<file path="src/serialFramePkg.sv">
`default_nettype none

package serialFramePkg;

	// ************************************************************************
	// Frame layout is start bit, data MSB first, even parity, then stop bits
	// ************************************************************************

	localparam int dataBits = 8;
	localparam int stopBits = 2;
	localparam int frameBits = 1 + dataBits + 1 + stopBits;   // 12 bits on the line

	localparam logic idleLevel = 1'b1;                      // Line rests high

	// Position and bit counters inside one frame
	localparam int bitCntWidth = $clog2(frameBits);
	typedef logic [bitCntWidth-1:0] bitCntT;

endpackage

`default_nettype wire

</file>
<file path="src/serialCtrlPkg.sv">
`default_nettype none

package serialCtrlPkg;

	// ************************************************************************
	// Controller states
	// ************************************************************************

	// Receiver state names what was last sampled from the line
	typedef enum logic [2:0] {
		rxStIdle,
		rxStStart,
		rxStData,
		rxStParity,
		rxStStop,
		rxStDone
	} rxState;

	// Transmitter state names the bit currently driven on the line
	typedef enum logic [2:0] {
		txStIdle,
		txStStart,
		txStData,
		txStParity,
		txStStop
	} txState;

	localparam int countWidth = 16;   // Frame statistics counters

endpackage

`default_nettype wire

</file>
<file path="src/serialTx.sv">
`timescale 1ns/100ps
`default_nettype none

module serialTx
(
	input  wire                                Clk,
	input  wire                                rstN,
	input  wire [serialFramePkg::dataBits-1:0] txData,
	input  wire                                txSend,
	output logic                               txLine,
	output logic                               txBusy
);

	serialCtrlPkg::txState state;
	serialCtrlPkg::txState nextState;

	logic [serialFramePkg::dataBits-1:0] shiftReg;
	serialFramePkg::bitCntT              posCnt;      // Frame position, start bit is 0
	logic                                parityAcc;
	logic                                lastPos;
	logic                                loadByte;

	// Second stop bit is on the line
	assign lastPos = (state == serialCtrlPkg::txStStop) &&
		(posCnt == serialFramePkg::bitCntT'(serialFramePkg::frameBits - 1));

	// Strobe is taken when idle or during the final stop bit
	assign loadByte = txSend && ((state == serialCtrlPkg::txStIdle) || lastPos);

	// ************************************************************************
	// FSM
	// ************************************************************************

	always_comb
	begin
		nextState = state;
		case (state)
			serialCtrlPkg::txStIdle:
				if (txSend)
					nextState = serialCtrlPkg::txStStart;
			serialCtrlPkg::txStStart:
				nextState = serialCtrlPkg::txStData;
			serialCtrlPkg::txStData:
				if (posCnt == serialFramePkg::bitCntT'(serialFramePkg::dataBits))
					nextState = serialCtrlPkg::txStParity;
			serialCtrlPkg::txStParity:
				nextState = serialCtrlPkg::txStStop;
			serialCtrlPkg::txStStop:
				if (lastPos)
					nextState = txSend ? serialCtrlPkg::txStStart : serialCtrlPkg::txStIdle;
			default:
				nextState = serialCtrlPkg::txStIdle;
		endcase
	end

	always_ff @(posedge Clk or negedge rstN)
	begin
		if (!rstN)
		begin
			state     <= serialCtrlPkg::txStIdle;
			posCnt    <= '0;
			parityAcc <= 1'b0;
		end
		else
		begin
			state <= nextState;
			if (loadByte)
			begin
				posCnt    <= '0;
				parityAcc <= 1'b0;
			end
			else if (state != serialCtrlPkg::txStIdle)
			begin
				posCnt <= posCnt + 1'b1;
				if (state == serialCtrlPkg::txStData)
					parityAcc <= parityAcc ^ shiftReg[serialFramePkg::dataBits-1];
			end
		end
	end

	always_ff @(posedge Clk)
	begin
		if (loadByte)
			shiftReg <= txData;
		else if (state == serialCtrlPkg::txStData)
			shiftReg <= {shiftReg[serialFramePkg::dataBits-2:0], 1'b0};   // MSB first
	end

	// Line driver
	always_comb
	begin
		case (state)
			serialCtrlPkg::txStStart:  txLine = ~serialFramePkg::idleLevel;
			serialCtrlPkg::txStData:   txLine = shiftReg[serialFramePkg::dataBits-1];
			serialCtrlPkg::txStParity: txLine = parityAcc;    // Even parity
			default:                   txLine = serialFramePkg::idleLevel;
		endcase
	end

	assign txBusy = (state != serialCtrlPkg::txStIdle);

endmodule

`default_nettype wire

</file>
<file path="src/serialRx.sv">
`timescale 1ns/100ps
`default_nettype none

module serialRx
(
	input  wire                                 Clk,
	input  wire                                 rstN,
	input  wire                                 rxLine,
	output logic                                rxReady,
	output logic                                rxValid,
	output logic [serialFramePkg::dataBits-1:0] rxData,
	output logic                                parityErr,
	output logic                                frameErr,
	output logic                                breakErr
);

	serialCtrlPkg::rxState state;
	serialCtrlPkg::rxState nextState;

	logic [serialFramePkg::dataBits-1:0] dataReg;
	logic [serialFramePkg::stopBits-1:0] stopReg;
	logic [serialFramePkg::stopBits-1:0] stopNext;   // Stop bits including this sample
	logic                                parityReg;
	serialFramePkg::bitCntT              bitCnt;
	logic                                lastSample;
	logic                                parityBad;
	logic                                stopBad;
	logic                                breakSeen;

	assign stopNext = {stopReg[serialFramePkg::stopBits-2:0], rxLine};

	assign lastSample = (state == serialCtrlPkg::rxStStop) &&
		(bitCnt == serialFramePkg::bitCntT'(serialFramePkg::stopBits - 1));

	// Frame checks, taken with the final stop sample
	assign parityBad = (^dataReg) != parityReg;
	assign stopBad   = (stopNext != '1);
	assign breakSeen = (dataReg == '0) && stopBad;

	// ************************************************************************
	// FSM
	// ************************************************************************

	always_comb
	begin
		nextState = state;
		case (state)
			serialCtrlPkg::rxStIdle:
				if (rxLine == ~serialFramePkg::idleLevel)
					nextState = serialCtrlPkg::rxStStart;
			serialCtrlPkg::rxStStart:
				nextState = serialCtrlPkg::rxStData;
			serialCtrlPkg::rxStData:
				if (bitCnt == serialFramePkg::bitCntT'(serialFramePkg::dataBits - 2))
					nextState = serialCtrlPkg::rxStParity;
			serialCtrlPkg::rxStParity:
				nextState = serialCtrlPkg::rxStStop;
			serialCtrlPkg::rxStStop:
				if (lastSample)
					nextState = serialCtrlPkg::rxStDone;
			serialCtrlPkg::rxStDone:
				if (rxLine == serialFramePkg::idleLevel)
					nextState = serialCtrlPkg::rxStIdle;
				else if (&stopReg)   // Clean stop bits, low line is already a new start bit
					nextState = serialCtrlPkg::rxStStart;
			default:
				nextState = serialCtrlPkg::rxStIdle;
		endcase
	end

	always_ff @(posedge Clk or negedge rstN)
	begin
		if (!rstN)
		begin
			state  <= serialCtrlPkg::rxStIdle;
			bitCnt <= '0;
		end
		else
		begin
			state <= nextState;
			if (nextState != state)
				bitCnt <= '0;
			else if ((state == serialCtrlPkg::rxStData) || (state == serialCtrlPkg::rxStStop))
				bitCnt <= bitCnt + 1'b1;
		end
	end

	// Sample capture
	always_ff @(posedge Clk)
	begin
		if ((state == serialCtrlPkg::rxStStart) || (state == serialCtrlPkg::rxStData))
			dataReg <= {dataReg[serialFramePkg::dataBits-2:0], rxLine};
		if (state == serialCtrlPkg::rxStParity)
			parityReg <= rxLine;
		if (state == serialCtrlPkg::rxStStop)
			stopReg <= stopNext;
	end

	// ************************************************************************
	// Result strobe and flags
	// ************************************************************************

	always_ff @(posedge Clk or negedge rstN)
	begin
		if (!rstN)
		begin
			rxValid   <= 1'b0;
			rxData    <= '0;
			parityErr <= 1'b0;
			frameErr  <= 1'b0;
			breakErr  <= 1'b0;
		end
		else
		begin
			rxValid   <= lastSample;
			parityErr <= lastSample && parityBad;
			frameErr  <= lastSample && stopBad;
			breakErr  <= lastSample && breakSeen;
			if (lastSample && !(parityBad || stopBad || breakSeen))
				rxData <= dataReg;
			else
				rxData <= '0;      // Byte shown only for a clean frame
		end
	end

	assign rxReady = (state == serialCtrlPkg::rxStIdle);

endmodule

`default_nettype wire

</file>
<file path="src/lineStats.sv">
`timescale 1ns/100ps
`default_nettype none

module lineStats
(
	input  wire                                 Clk,
	input  wire                                 rstN,
	input  wire                                 rxValid,
	input  wire                                 parityErr,
	input  wire                                 frameErr,
	input  wire                                 breakErr,
	output logic [serialCtrlPkg::countWidth-1:0] goodFrames,
	output logic [serialCtrlPkg::countWidth-1:0] badFrames
);

	logic anyErr;

	// Counter holds at all ones
	function automatic logic [serialCtrlPkg::countWidth-1:0] satInc
	(
		input logic [serialCtrlPkg::countWidth-1:0] cnt
	);
		return (&cnt) ? cnt : cnt + 1'b1;
	endfunction

	assign anyErr = parityErr || frameErr || breakErr;

	// ************************************************************************
	// One classification per result strobe
	// ************************************************************************

	always_ff @(posedge Clk or negedge rstN)
	begin
		if (!rstN)
		begin
			goodFrames <= '0;
			badFrames  <= '0;
		end
		else if (rxValid)
		begin
			if (anyErr)
				badFrames <= satInc(badFrames);
			else
				goodFrames <= satInc(goodFrames);
		end
	end

endmodule

`default_nettype wire

</file>
<file path="src/serialLink.sv">
`timescale 1ns/100ps
`default_nettype none

module serialLink
(
	input  wire                                  Clk,
	input  wire                                  rstN,
	input  wire [serialFramePkg::dataBits-1:0]   txData,
	input  wire                                  txSend,
	output logic                                 txLine,
	output logic                                 txBusy,
	input  wire                                  rxLine,
	output logic                                 rxReady,
	output logic                                 rxValid,
	output logic [serialFramePkg::dataBits-1:0]  rxData,
	output logic                                 parityErr,
	output logic                                 frameErr,
	output logic                                 breakErr,
	output logic [serialCtrlPkg::countWidth-1:0] goodFrames,
	output logic [serialCtrlPkg::countWidth-1:0] badFrames
);

	// Transmit and receive lines stay apart, the loop is closed outside
	serialTx u_serialTx
	(
		.Clk    (Clk),
		.rstN   (rstN),
		.txData (txData),
		.txSend (txSend),
		.txLine (txLine),
		.txBusy (txBusy)
	);

	serialRx u_serialRx
	(
		.Clk       (Clk),
		.rstN      (rstN),
		.rxLine    (rxLine),
		.rxReady   (rxReady),
		.rxValid   (rxValid),
		.rxData    (rxData),
		.parityErr (parityErr),
		.frameErr  (frameErr),
		.breakErr  (breakErr)
	);

	lineStats u_lineStats
	(
		.Clk        (Clk),
		.rstN       (rstN),
		.rxValid    (rxValid),
		.parityErr  (parityErr),
		.frameErr   (frameErr),
		.breakErr   (breakErr),
		.goodFrames (goodFrames),
		.badFrames  (badFrames)
	);

endmodule

`default_nettype wire

</file>
<file path="config.mk">
export PLATFORM = sky130hd
export DESIGN_NAME = serialLink
export DESIGN_NICKNAME = d
export VERILOG_FILES = /design/src/serialFramePkg.sv /design/src/serialCtrlPkg.sv /design/src/serialTx.sv /design/src/serialRx.sv /design/src/lineStats.sv /design/src/serialLink.sv
export SDC_FILE = /design/constraint.sdc
export NUM_CORES = 1
export LEC_CHECK = 0
export BUFFER_PORTS_ARGS = -buffer_cell sky130_fd_sc_hd__buf_2
export CAP_MARGIN = 25
export CORE_MARGIN = 2
export CORE_UTILIZATION = 50
export CTS_CLUSTER_DIAMETER = 120
export DETAILED_ROUTE_END_ITERATION = 8
export MAX_ROUTING_LAYER = met4
export PLACE_DENSITY = 0.75
export SLEW_MARGIN = 40
export SYNTH_ARGS = -nofsm -noshare
export SYNTH_HDL_FRONTEND = slang
export SYNTH_SLANG_ARGS = --single-unit
</file>
<file path="constraint.sdc">
create_clock -name Clk -period 1.9 [get_ports Clk]
set_input_delay 0.095 -clock Clk [delete_from_list [all_inputs] [get_ports Clk]]
set_output_delay 0.095 -clock Clk [all_outputs]
set_load 0.01 [all_outputs]
</file>
# Word level (Yosys, flattened, before mapping)
# Index checks and enable logic that the tools add are counted.
# Widths: inputs -> output; s select.
# op_classes
n_mux	22
n_addsub	4
eq_ne	19
n_bitwise	4
n_reduce_logical	31
# op_table
cell	count
$add 16x1->16 const B	2
$reduce_and 16->1	2
$mux 3	8
$mux 8	3
$pmux 3 s6	1
$mux 4	4
$pmux 3 s5	1
$eq 3x2->1 const B	4
$eq 3x3->1 const B	3
$reduce_and 3->1	3
$add 4x1->4 const B	2
$eq 4x4->1 const B	2
$logic_and 1x1->1	8
$logic_not 8->1	1
$reduce_xor 8->1	1
$logic_or 1x1->1	7
$eq 3x1->1 const B	2
$logic_not 3->1	2
$reduce_bool 2->1	3
$eq 4x1->1 const B	1
$eq 4x3->1 const B	1
$mux 1	4
$ne 2x1->1 const B	2
$ne 2x2->1 const B	2
8 further kinds	11
# word_totals
word_cells	96
register_bits	78
input_bits	12

# Logic depth before layout (Yosys ltp)
# Gate-level depths: netlist of the first run.
# logic_depth
ltp_word	7
depth_mapped	7

# Modules after synthesis
# From an unflattened synthesis of the first run, not the netlist that was laid out.
# unflattened
cells_unflattened	330
area_unflattened_um2	3826.2
# by_module_without_submodules
module	instances	cells_per_inst	area_per_inst_um2
lineStats	1	150	1620.3
serialRx	1	104	1316.3
serialTx	1	76	889.6

# Least setup slack after synthesis of the first run
# Ideal clock, no wire load.
# synth_path
kind	reg2reg
startpoint	register u_serialTx.state[1]
endpoint	register u_serialTx.shiftReg[3] in the netlist's numbering, data pin
path_stages_with_launch	6
t_required_ps	1640
path_buffers	2
slack_ps	70
setup_ps	260
arrival_ps	1570
cell_sequence	dfrtp_1 buf_2 nand2b_1 a211oi_2 buf_2 mux2_2
# synth_between
elab_chain_cells	5
# synth_rtl
item	line	rtl
start, declared	serialTx.sv:14	serialCtrlPkg::txState state;
start signal, assigned	serialTx.sv:60	state <= serialCtrlPkg::txStIdle;
start signal, assigned	serialTx.sv:66	state <= nextState;
$eq 3x3->1	serialTx.sv:24	assign lastPos = (state == serialCtrlPkg::txStStop) &&
$logic_and 1x1->1	serialTx.sv:24	
$logic_or 1x1->1 *	serialTx.sv:28	assign loadByte = txSend && ((state == serialCtrlPkg::txStIdle) || lastPos);
$logic_and 1x1->1 *	serialTx.sv:28	
$mux 8 *	serialTx.sv:83	if (loadByte)
end signal, assigned	serialTx.sv:84	shiftReg <= txData;
end signal, assigned	serialTx.sv:86	shiftReg <= {shiftReg[serialFramePkg::dataBits-2:0], 1'b0};
end, declared	serialTx.sv:17	logic [serialFramePkg::dataBits-1:0] shiftReg;
# Mark *: on every way between the ends. The rest lies on a longest branch, timed or not.
# A chain may end at the register's enable or synchronous reset.

# Worst setup path in the final report of the first run
# layout_path
startpoint	register u_serialTx.posCnt[0]
endpoint	register u_serialTx.shiftReg[5] in the netlist's numbering, data pin
# layout_between
elab_chain_cells	5
# layout_rtl
item	line	rtl
start, declared	serialTx.sv:18	serialFramePkg::bitCntT posCnt;
start signal, assigned	serialTx.sv:74	posCnt <= posCnt + 1'b1;
$eq 4x4->1	serialTx.sv:25	(posCnt == serialFramePkg::bitCntT'(serialFramePkg::frameBits - 1));
$logic_and 1x1->1	serialTx.sv:24	
$logic_or 1x1->1	serialTx.sv:28	
$logic_and 1x1->1	serialTx.sv:28	
$mux 8	serialTx.sv:83	
# Every way passes these cells.

==> results of run 1 <==
sequential cells by signal, indices dropped and copies added (netlist names), 2 cells and up:
| signal | flops |
|---|---|
| u_serialRx.state | 3 |
| u_serialRx.stopReg | 2 |
| u_serialRx.dataReg | 8 |
| u_serialTx.posCnt | 4 |
| u_lineStats.goodFrames | 16 |
| u_lineStats.badFrames | 16 |
| u_serialTx.shiftReg | 8 |
| u_serialTx.state | 3 |
| u_serialRx.rxData | 8 |
| u_serialRx.bitCnt | 4 |
metrics by stage:
step / total power [mW] / setup WS (ns)
floorplan: 3.723 / 0.06975
global placement: 4.123 / 0.09069
detailed placement: 4.203 / 0.05317
CTS: 5.628 / 0.07715
global route: 5.983 / 0.02126
finish: 5.580 / 0.1399
area by class of cell:
class / instances / area, um2 / share of cell area
well taps: 96 / 120.1 / 0.02809
multi-input cells: 207 / 1415 / 0.3310
clock buffers: 9 / 123.9 / 0.02897
flip-flops and latches: 78 / 2047 / 0.4788
clock inverters: 7 / 80.08 / 0.01873
repair buffers: 73 / 417.9 / 0.09775
inverters: 19 / 71.32 / 0.01668
logic make-up after synthesis:
| group | synth area share |
|---|---|
| AOI/OAI and AO/OA | 0.05113 |
| and+or+nand+nor | 0.1795 |
| buffers and inverters | 0.02856 |
| muxes | 0.03138 |
| xor gates and xnor gates | 0.09379 |
| adders and majority gates | 0.03879 |
| DFF | 0.5769 |
repair_timing:
item	CTS	global route
hold buffers	1	0
resized for setup	1	2
setup endpoints to repair	1	10
endpoints found under the hold margin	29	0
synth_stat cells, types with 2 or more instances:
cell type  count  area, um2
buf_2          3      15.01
nor2_2         2      12.51
a31oi_1        2      12.51
nor2_1        31      116.4
nor4_1         8      50.05
dfrtp_1       59       1476
or2_2          2      12.51
clkbuf_1       4      15.01
edfxtp_1      19      570.6
xnor2_1       26      227.7
nand4_1       12      75.07
a211oi_1       2      15.01
a21oi_1       11      55.05
and3_1         5      31.28
nand3_1       12      60.06
and2_1         2      12.51
nand2_1       21      78.83
o21ai_0        3      15.01
nand4b_1       2      17.52
inv_1         19      71.32
nand2b_1       3      18.77
xor2_1        12      105.1
nor3_1         7      35.03
or3_1          3      18.77
mux2_2         9      101.4
ha_1          11      137.6
o22ai_1        2      12.51
where the power goes:
part / internal (mW) / switching (mW) / total (mW)
registers: 2.19 / 0.251 / 2.44
clock network: 0.625 / 0.647 / 1.27
logic: 0.802 / 1.07 / 1.87
how the worst max path moves through the flow:
stage	startpoint	slack, ns	to
floorplan	u_serialTx.state[1]$_DFFE_PN0P_	0.07	u_serialTx.shiftReg[3]$_DFFE_PP_
global placement	u_serialRx.dataReg[0]$_DFFE_PP_	0.09	u_serialRx.parityErr$_DFF_PN0_
detailed placement	u_serialRx.dataReg[1]$_DFFE_PP_	0.05	u_serialRx.parityErr$_DFF_PN0_
CTS	u_serialTx.posCnt[0]$_DFFE_PN0N_	0.08	u_serialTx.shiftReg[2]$_DFFE_PP_
global route	u_serialRx.parityErr$_DFF_PN0_	0.02	u_lineStats.goodFrames[14]$_DFFE_PN0P_
finish	u_serialTx.posCnt[0]$_DFFE_PN0N_	0.14	u_serialTx.shiftReg[5]$_DFFE_PP_
per-layer routing:
metal | routed length (um) | global-route usage | vias up
li1 | - | - | 1235
met1 | 2993 | 0.2432 | 1229
met2 | 3196 | 0.2898 | 58
met3 | 296 | 0.04291 | 14
met4 | 115 | 0.08540 | 0
met5 | 0 | - | -
==> flow_metrics.tcl, run 1 <==
set metrics [dict create \
    status "finished clean" \
    synth-main-ff-cell "dfrtp_1" \
    via_per_inst 5.186 \
    whs_endpoint "u_serialTx.shiftReg[0]$_SDFFCE_PN0P_" \
    hold_viol_final 0 \
    hold_path_depth 2 \
    cts_tree "done" \
    p_leak_nw 2.045 \
    drt-initial-drc-count 116 \
    setup_tns_ns 0 \
    avgSynthCellArea_um2 11.41 \
    dr.pass1.iters 4 \
    n_fill_cell 570 \
    cp_max_fo 9 \
    synth_cells 311 \
    worst-path-stages 5 \
    final_cell_mix "59 x dfrtp_1, 58 x buf_2, 31 x nor2_1" \
    clkTransAtPathRegs_ns 0.09 \
    timing.max_cap.violations 0 \
    fin_skew_ns 0.01180 \
    r2r_end "u_serialTx.shiftReg[5]$_DFFE_PP_" \
    rsz0062_at_grt "false" \
    vdd_drop_max_mv 1.172 \
    grt_start_max_net_pins 31 \
    die_w_um 88.24 \
    vias 2536 \
    ys_async_sr_fraction 0.7564 \
    instances_no_fill 489 \
    wl_per_cell_um 13.50 \
    ys_warn_count 0 \
    layout_commonest_cell "dfrtp_1" \
    drc 0 \
    final_util 0.6258 \
    die-area_um2 7786 \
    port_buffers 58 \
    boundaryPins 59 \
    htree_num_levels 3 \
    cts_sinks 78 \
    start_kind "flop" \
    cts.path.max_buffers 2 \
    reg2reg_depth 5 \
    ant_nets 0 \
    max_clock_freq_mhz 568.1 \
    clock-root-buffer "clkbuf_8" \
    synth.distinct_cells 46 \
    worstMarginPinSlew_ns 0.7005 \
    cpMaxStageDelayCell "dfrtp_1" \
    syn-num-nets 334 \
    postPlaceCellArea_um2 4046 \
    drive_gt1_frac 0.2799 \
    crit_type "reg2reg" \
    place_inst 472 \
    rows 30 \
    cp.required_ns 2.01 \
    grt_pass1_wl_um 11010 \
    grt_pass1_vias 2463 \
    synth_area_um2 3548 \
    drt_wl_total_um 6602 \
    gp_congestion 0.9077 \
    antenna_cells 0 \
    grt_use_total 0.1897 \
    critPathMaxStageDelay_ns 0.39 \
    min_period_ns 1.760 \
    area_growth_pct 20.49 \
    final_cell_area_um2 4275 \
    powerDensity_nw_per_um2 1305 \
    fp.coreArea_um2 6832 \
    regToRegSetupSlack_ns 0.14 \
    critPathBufInv 1 \
    hp-class "in2reg" \
    endpoint_kind "flop" \
    critPathArrivalTime_ns 1.87 \
    antenna_found_initial 0 \
    synth-seq-cells 78 \
    die_height_um 88.24 \
    cts_made_buffers 9 \
    seq_area_frac_synth 0.5769 \
    dp_hpwl_um 4738 \
    overflow 0 \
    synth-edff-count 19 \
    relSlewSlack 0.5330 \
    path_cells "ha_1, nand3b_1, a211oi_2, buf_4, mux2_2" \
    holdWs_ns 0.02963 \
    setup_viol 0 \
    start_util 0.5194 \
    fin_nets 411 \
    reg2reg_from "u_serialTx.posCnt[0]$_DFFE_PN0N_" \
    fin_crit_sh 0.9264 \
    min_from "txData[0]" \
    clk_latency_ns 0.35 \
    crit_family "flip-flops" \
    drv_slew 0 \
    cts_setup_buffers 0 \
]
Power figures use the tool's default switching activity.
==> run 2, diff against run 1 <==
--- a/config.mk
+++ b/config.mk
@@ -8,12 +8,13 @@
 export BUFFER_PORTS_ARGS = -buffer_cell sky130_fd_sc_hd__buf_2
 export CAP_MARGIN = 25
 export CORE_MARGIN = 2
-export CORE_UTILIZATION = 50
+export CORE_UTILIZATION = 51
 export CTS_CLUSTER_DIAMETER = 120
 export DETAILED_ROUTE_END_ITERATION = 8
 export MAX_ROUTING_LAYER = met4
-export PLACE_DENSITY = 0.75
+export PLACE_DENSITY = 0.76
 export SLEW_MARGIN = 40
 export SYNTH_ARGS = -nofsm -noshare
 export SYNTH_HDL_FRONTEND = slang
+export SYNTH_HIERARCHICAL = 1
 export SYNTH_SLANG_ARGS = --single-unit
==> flow_metrics.tcl, run 2 <==
set metrics [dict create \
    cpMaxStageDelayCell "or4b_4" \
    fin_nets 439 \
    grt_start_max_net_pins 28 \
    cp_max_fo 5 \
    synth_adder_area_share 0.03597 \
    status "complete, but fails checks" \
    violations "negative setup slack" \
    cts_sinks 78 \
    vdd_drop_max_mv 0.7630 \
    vias 2734 \
    fp.coreArea_um2 7253 \
    gp_congestion 0.8538 \
    largestRegisters "u_lineStats/badFrames x16, u_lineStats/goodFrames x16" \
    max_clock_freq_mhz 520.4 \
    cp.required_ns 2.12 \
    layout_commonest_cell "dfrtp_1" \
    instances_no_fill 520 \
    cts_tree "done" \
    drive_gt1_frac 0.3183 \
    rsz0062_at_grt "true" \
    ys_async_sr_fraction 0.7564 \
    path_cells "or4b_4, or3_4, or3b_1, xnor2_1" \
    synthXorXnorAreaFrac 0.08143 \
    synth_cells 330 \
    synthMuxAreaShare 0.04088 \
    min_period_ns 1.921 \
    seq_area_frac_synth 0.5350 \
    grt_use_total 0.2012 \
    critPathMaxStageDelay_ns 0.53 \
    drt_wl_total_um 7348 \
    yosysTopAreaCell "dfrtp_1" \
    dr.pass1.iters 4 \
    synthMostInstantiatedCell "dfrtp_1" \
    clkTransAtPathRegs_ns 0.09 \
    setup_viol 1 \
    syn-num-nets 353 \
    place_inst 499 \
    hold_viol_final 0 \
    p_leak_nw 2.293 \
    clock-root-buffer "clkbuf_8" \
    clk_latency_ns 0.35 \
    overflow 0 \
    ys_warn_count 6 \
    synth.distinct_cells 52 \
    fin_crit_sh 1.011 \
    synth_top_family_by_area "simple AND/OR/NAND/NOR gates" \
    worstMarginPinSlew_ns 0.5811 \
    antenna_found_initial 0 \
    cts_made_buffers 9 \
    avgSynthCellArea_um2 11.59 \
    via_per_inst 5.258 \
    endpoint_kind "flop" \
    wl_per_cell_um 14.13 \
    yosys-top-cells-area "dfrtp_1 39%, edfxtp_1 15%, xnor2_1 3.9%, xor2_1 3.7%, ha_1 3.6%" \
    dp_hpwl_um 5351 \
    powerDensity_nw_per_um2 1262 \
    fin_ws_ns -0.02145 \
    ant_nets 0 \
    die_w_um 90.62 \
    synth-edff-count 19 \
    synth_compound_area_frac 0.08077 \
    timing.max_cap.violations 0 \
    synth_area_um2 3826 \
    port_buffers 58 \
    start_kind "flop" \
    synth_common_cells "59 x dfrtp_1, 20 x inv_1, 19 x edfxtp_1, 19 x nor2_1, 18 x nand3_1" \
    die_height_um 90.62 \
    netlist.area_leader.share 0.3859 \
    htree_num_levels 3 \
    n_fill_cell 579 \
    area_growth_pct 22.30 \
    antenna_cells 0 \
    synthSimpleGateAreaFrac 0.1893 \
    relSlewSlack 0.6090 \
    grt_pass1_vias 2798 \
    synth-seq-cells 78 \
    die-area_um2 8211 \
    fin_skew_ns 0.01267 \
    boundaryPins 59 \
    crit_type "reg2reg" \
    hp-class "in2reg" \
    drt-initial-drc-count 105 \
    drv_slew 0 \
    total_power_mw 5.905 \
    final_util 0.6452 \
    drc 0 \
    synth-main-ff-cell "dfrtp_1" \
    rows 31 \
    final_cell_mix "59 x dfrtp_1, 58 x buf_2, 24 x buf_4" \
    grt_pass1_wl_um 12970 \
    start_util 0.5275 \
    cts.path.max_buffers 2 \
    holdWs_ns 0.03095 \
    critPathArrivalTime_ns 2.14 \
]
run 2: changes by cell type in the layout (fill, tap and decap cells not counted), moves of 9 or more:
cell	change
and2_1	+10
buf_4	+11
nor2_1	-12
xnor2_1	-9
run 2: layer usage:
layer | wire length, um | GRT usage
met5 | 0 | -
met4 | 160 | 0.08077
met3 | 257 | 0.04090
met2 | 3725 | 0.3346
met1 | 3205 | 0.2406
run 2: timing repair:
item                                    CTS  global route
endpoints found under the setup margin    4            30
hold endpoints to repair                 38             0
pin swaps                                 3             5
gates resized for setup                   1             8
hold buffers                              1             0
buffers inserted                          0             4
run 2: where the power goes:
| part | switching (mW) | leakage, nW | total (mW) | internal [mW] |
|---|---|---|---|---|
| clock network | 0.613 | 0.107 | 1.36 | 0.744 |
| logic | 0.976 | 1.19 | 2.09 | 1.11 |
| registers | 0.281 | 0.991 | 2.46 | 2.18 |
run 2: final cells by class:
type / count / area [um2] / share of cell area
clock inverter: 7 / 97.59 / 0.02086
timing repair buffer: 86 / 523.0 / 0.1118
inverter: 20 / 75.07 / 0.01604
multi-input combinational: 221 / 1689 / 0.3610
clock buffer: 9 / 123.9 / 0.02647
tap: 99 / 123.9 / 0.02647
sequential: 78 / 2047 / 0.4374
run 2: per-stage QoR:
| step | cell area, um2 | TNS (ns) | setup slack [ns] |
|---|---|---|---|
| 2_1_floorplan | 3854 | -0.2303 | -0.1592 |
| 3_3_place_gp | 4379 | 0 | 0.009555 |
| 3_5_place_dp | 4379 | -0.06263 | -0.03597 |
| 4_1_cts | 4614 | -0.03435 | -0.02068 |
| 5_1_grt | 4679 | -0.6360 | -0.06141 |
| 6_report | 4679 | -0.02145 | -0.02145 |
run 2: logic make-up after synthesis:
group	count (synthesis)
buffers and inverters	31
DFF	78
xor gates and xnor gates	34
adders and majority gates	11
AOI/OAI and AO/OA	41
muxes	12
and+or+nand+nor	123
run 2: path summary, 6_finish.rpt:
| path | start | to | slack (ns) | cells past startpoint |
|---|---|---|---|---|
| setup / recovery | u_serialRx/parityErr$_DFF_PN0_ | u_lineStats/goodFrames[14]$_DFFE_PN0P_ | -0.02 | 4 |
| max in group asynchronous | rstN | u_lineStats/badFrames[2]$_DFFE_PN0P_ | 1.13 | 3 |
| min in group asynchronous | rstN | u_serialTx/posCnt[2]$_DFFE_PN0P_ | 0.19 | 2 |
| hold / removal | rxLine | u_serialRx/frameErr$_DFF_PN0_ | 0.03 | 2 |
| setup reg to reg | u_serialRx/parityErr$_DFF_PN0_ | u_lineStats/goodFrames[14]$_DFFE_PN0P_ | -0.02 | 4 |
| hold reg to reg | u_serialRx/dataReg[3]$_DFFE_PP_ | u_serialRx/dataReg[4]$_DFFE_PP_ | 0.50 | 0 |
run 2: worst max-delay path, delay by kind of cell, from the launching register on:
family	cells	cell delay, ns
AND/OR/NAND/NOR	3	1.28
XOR/XNOR	1	0.13
flip-flops	1	0.39
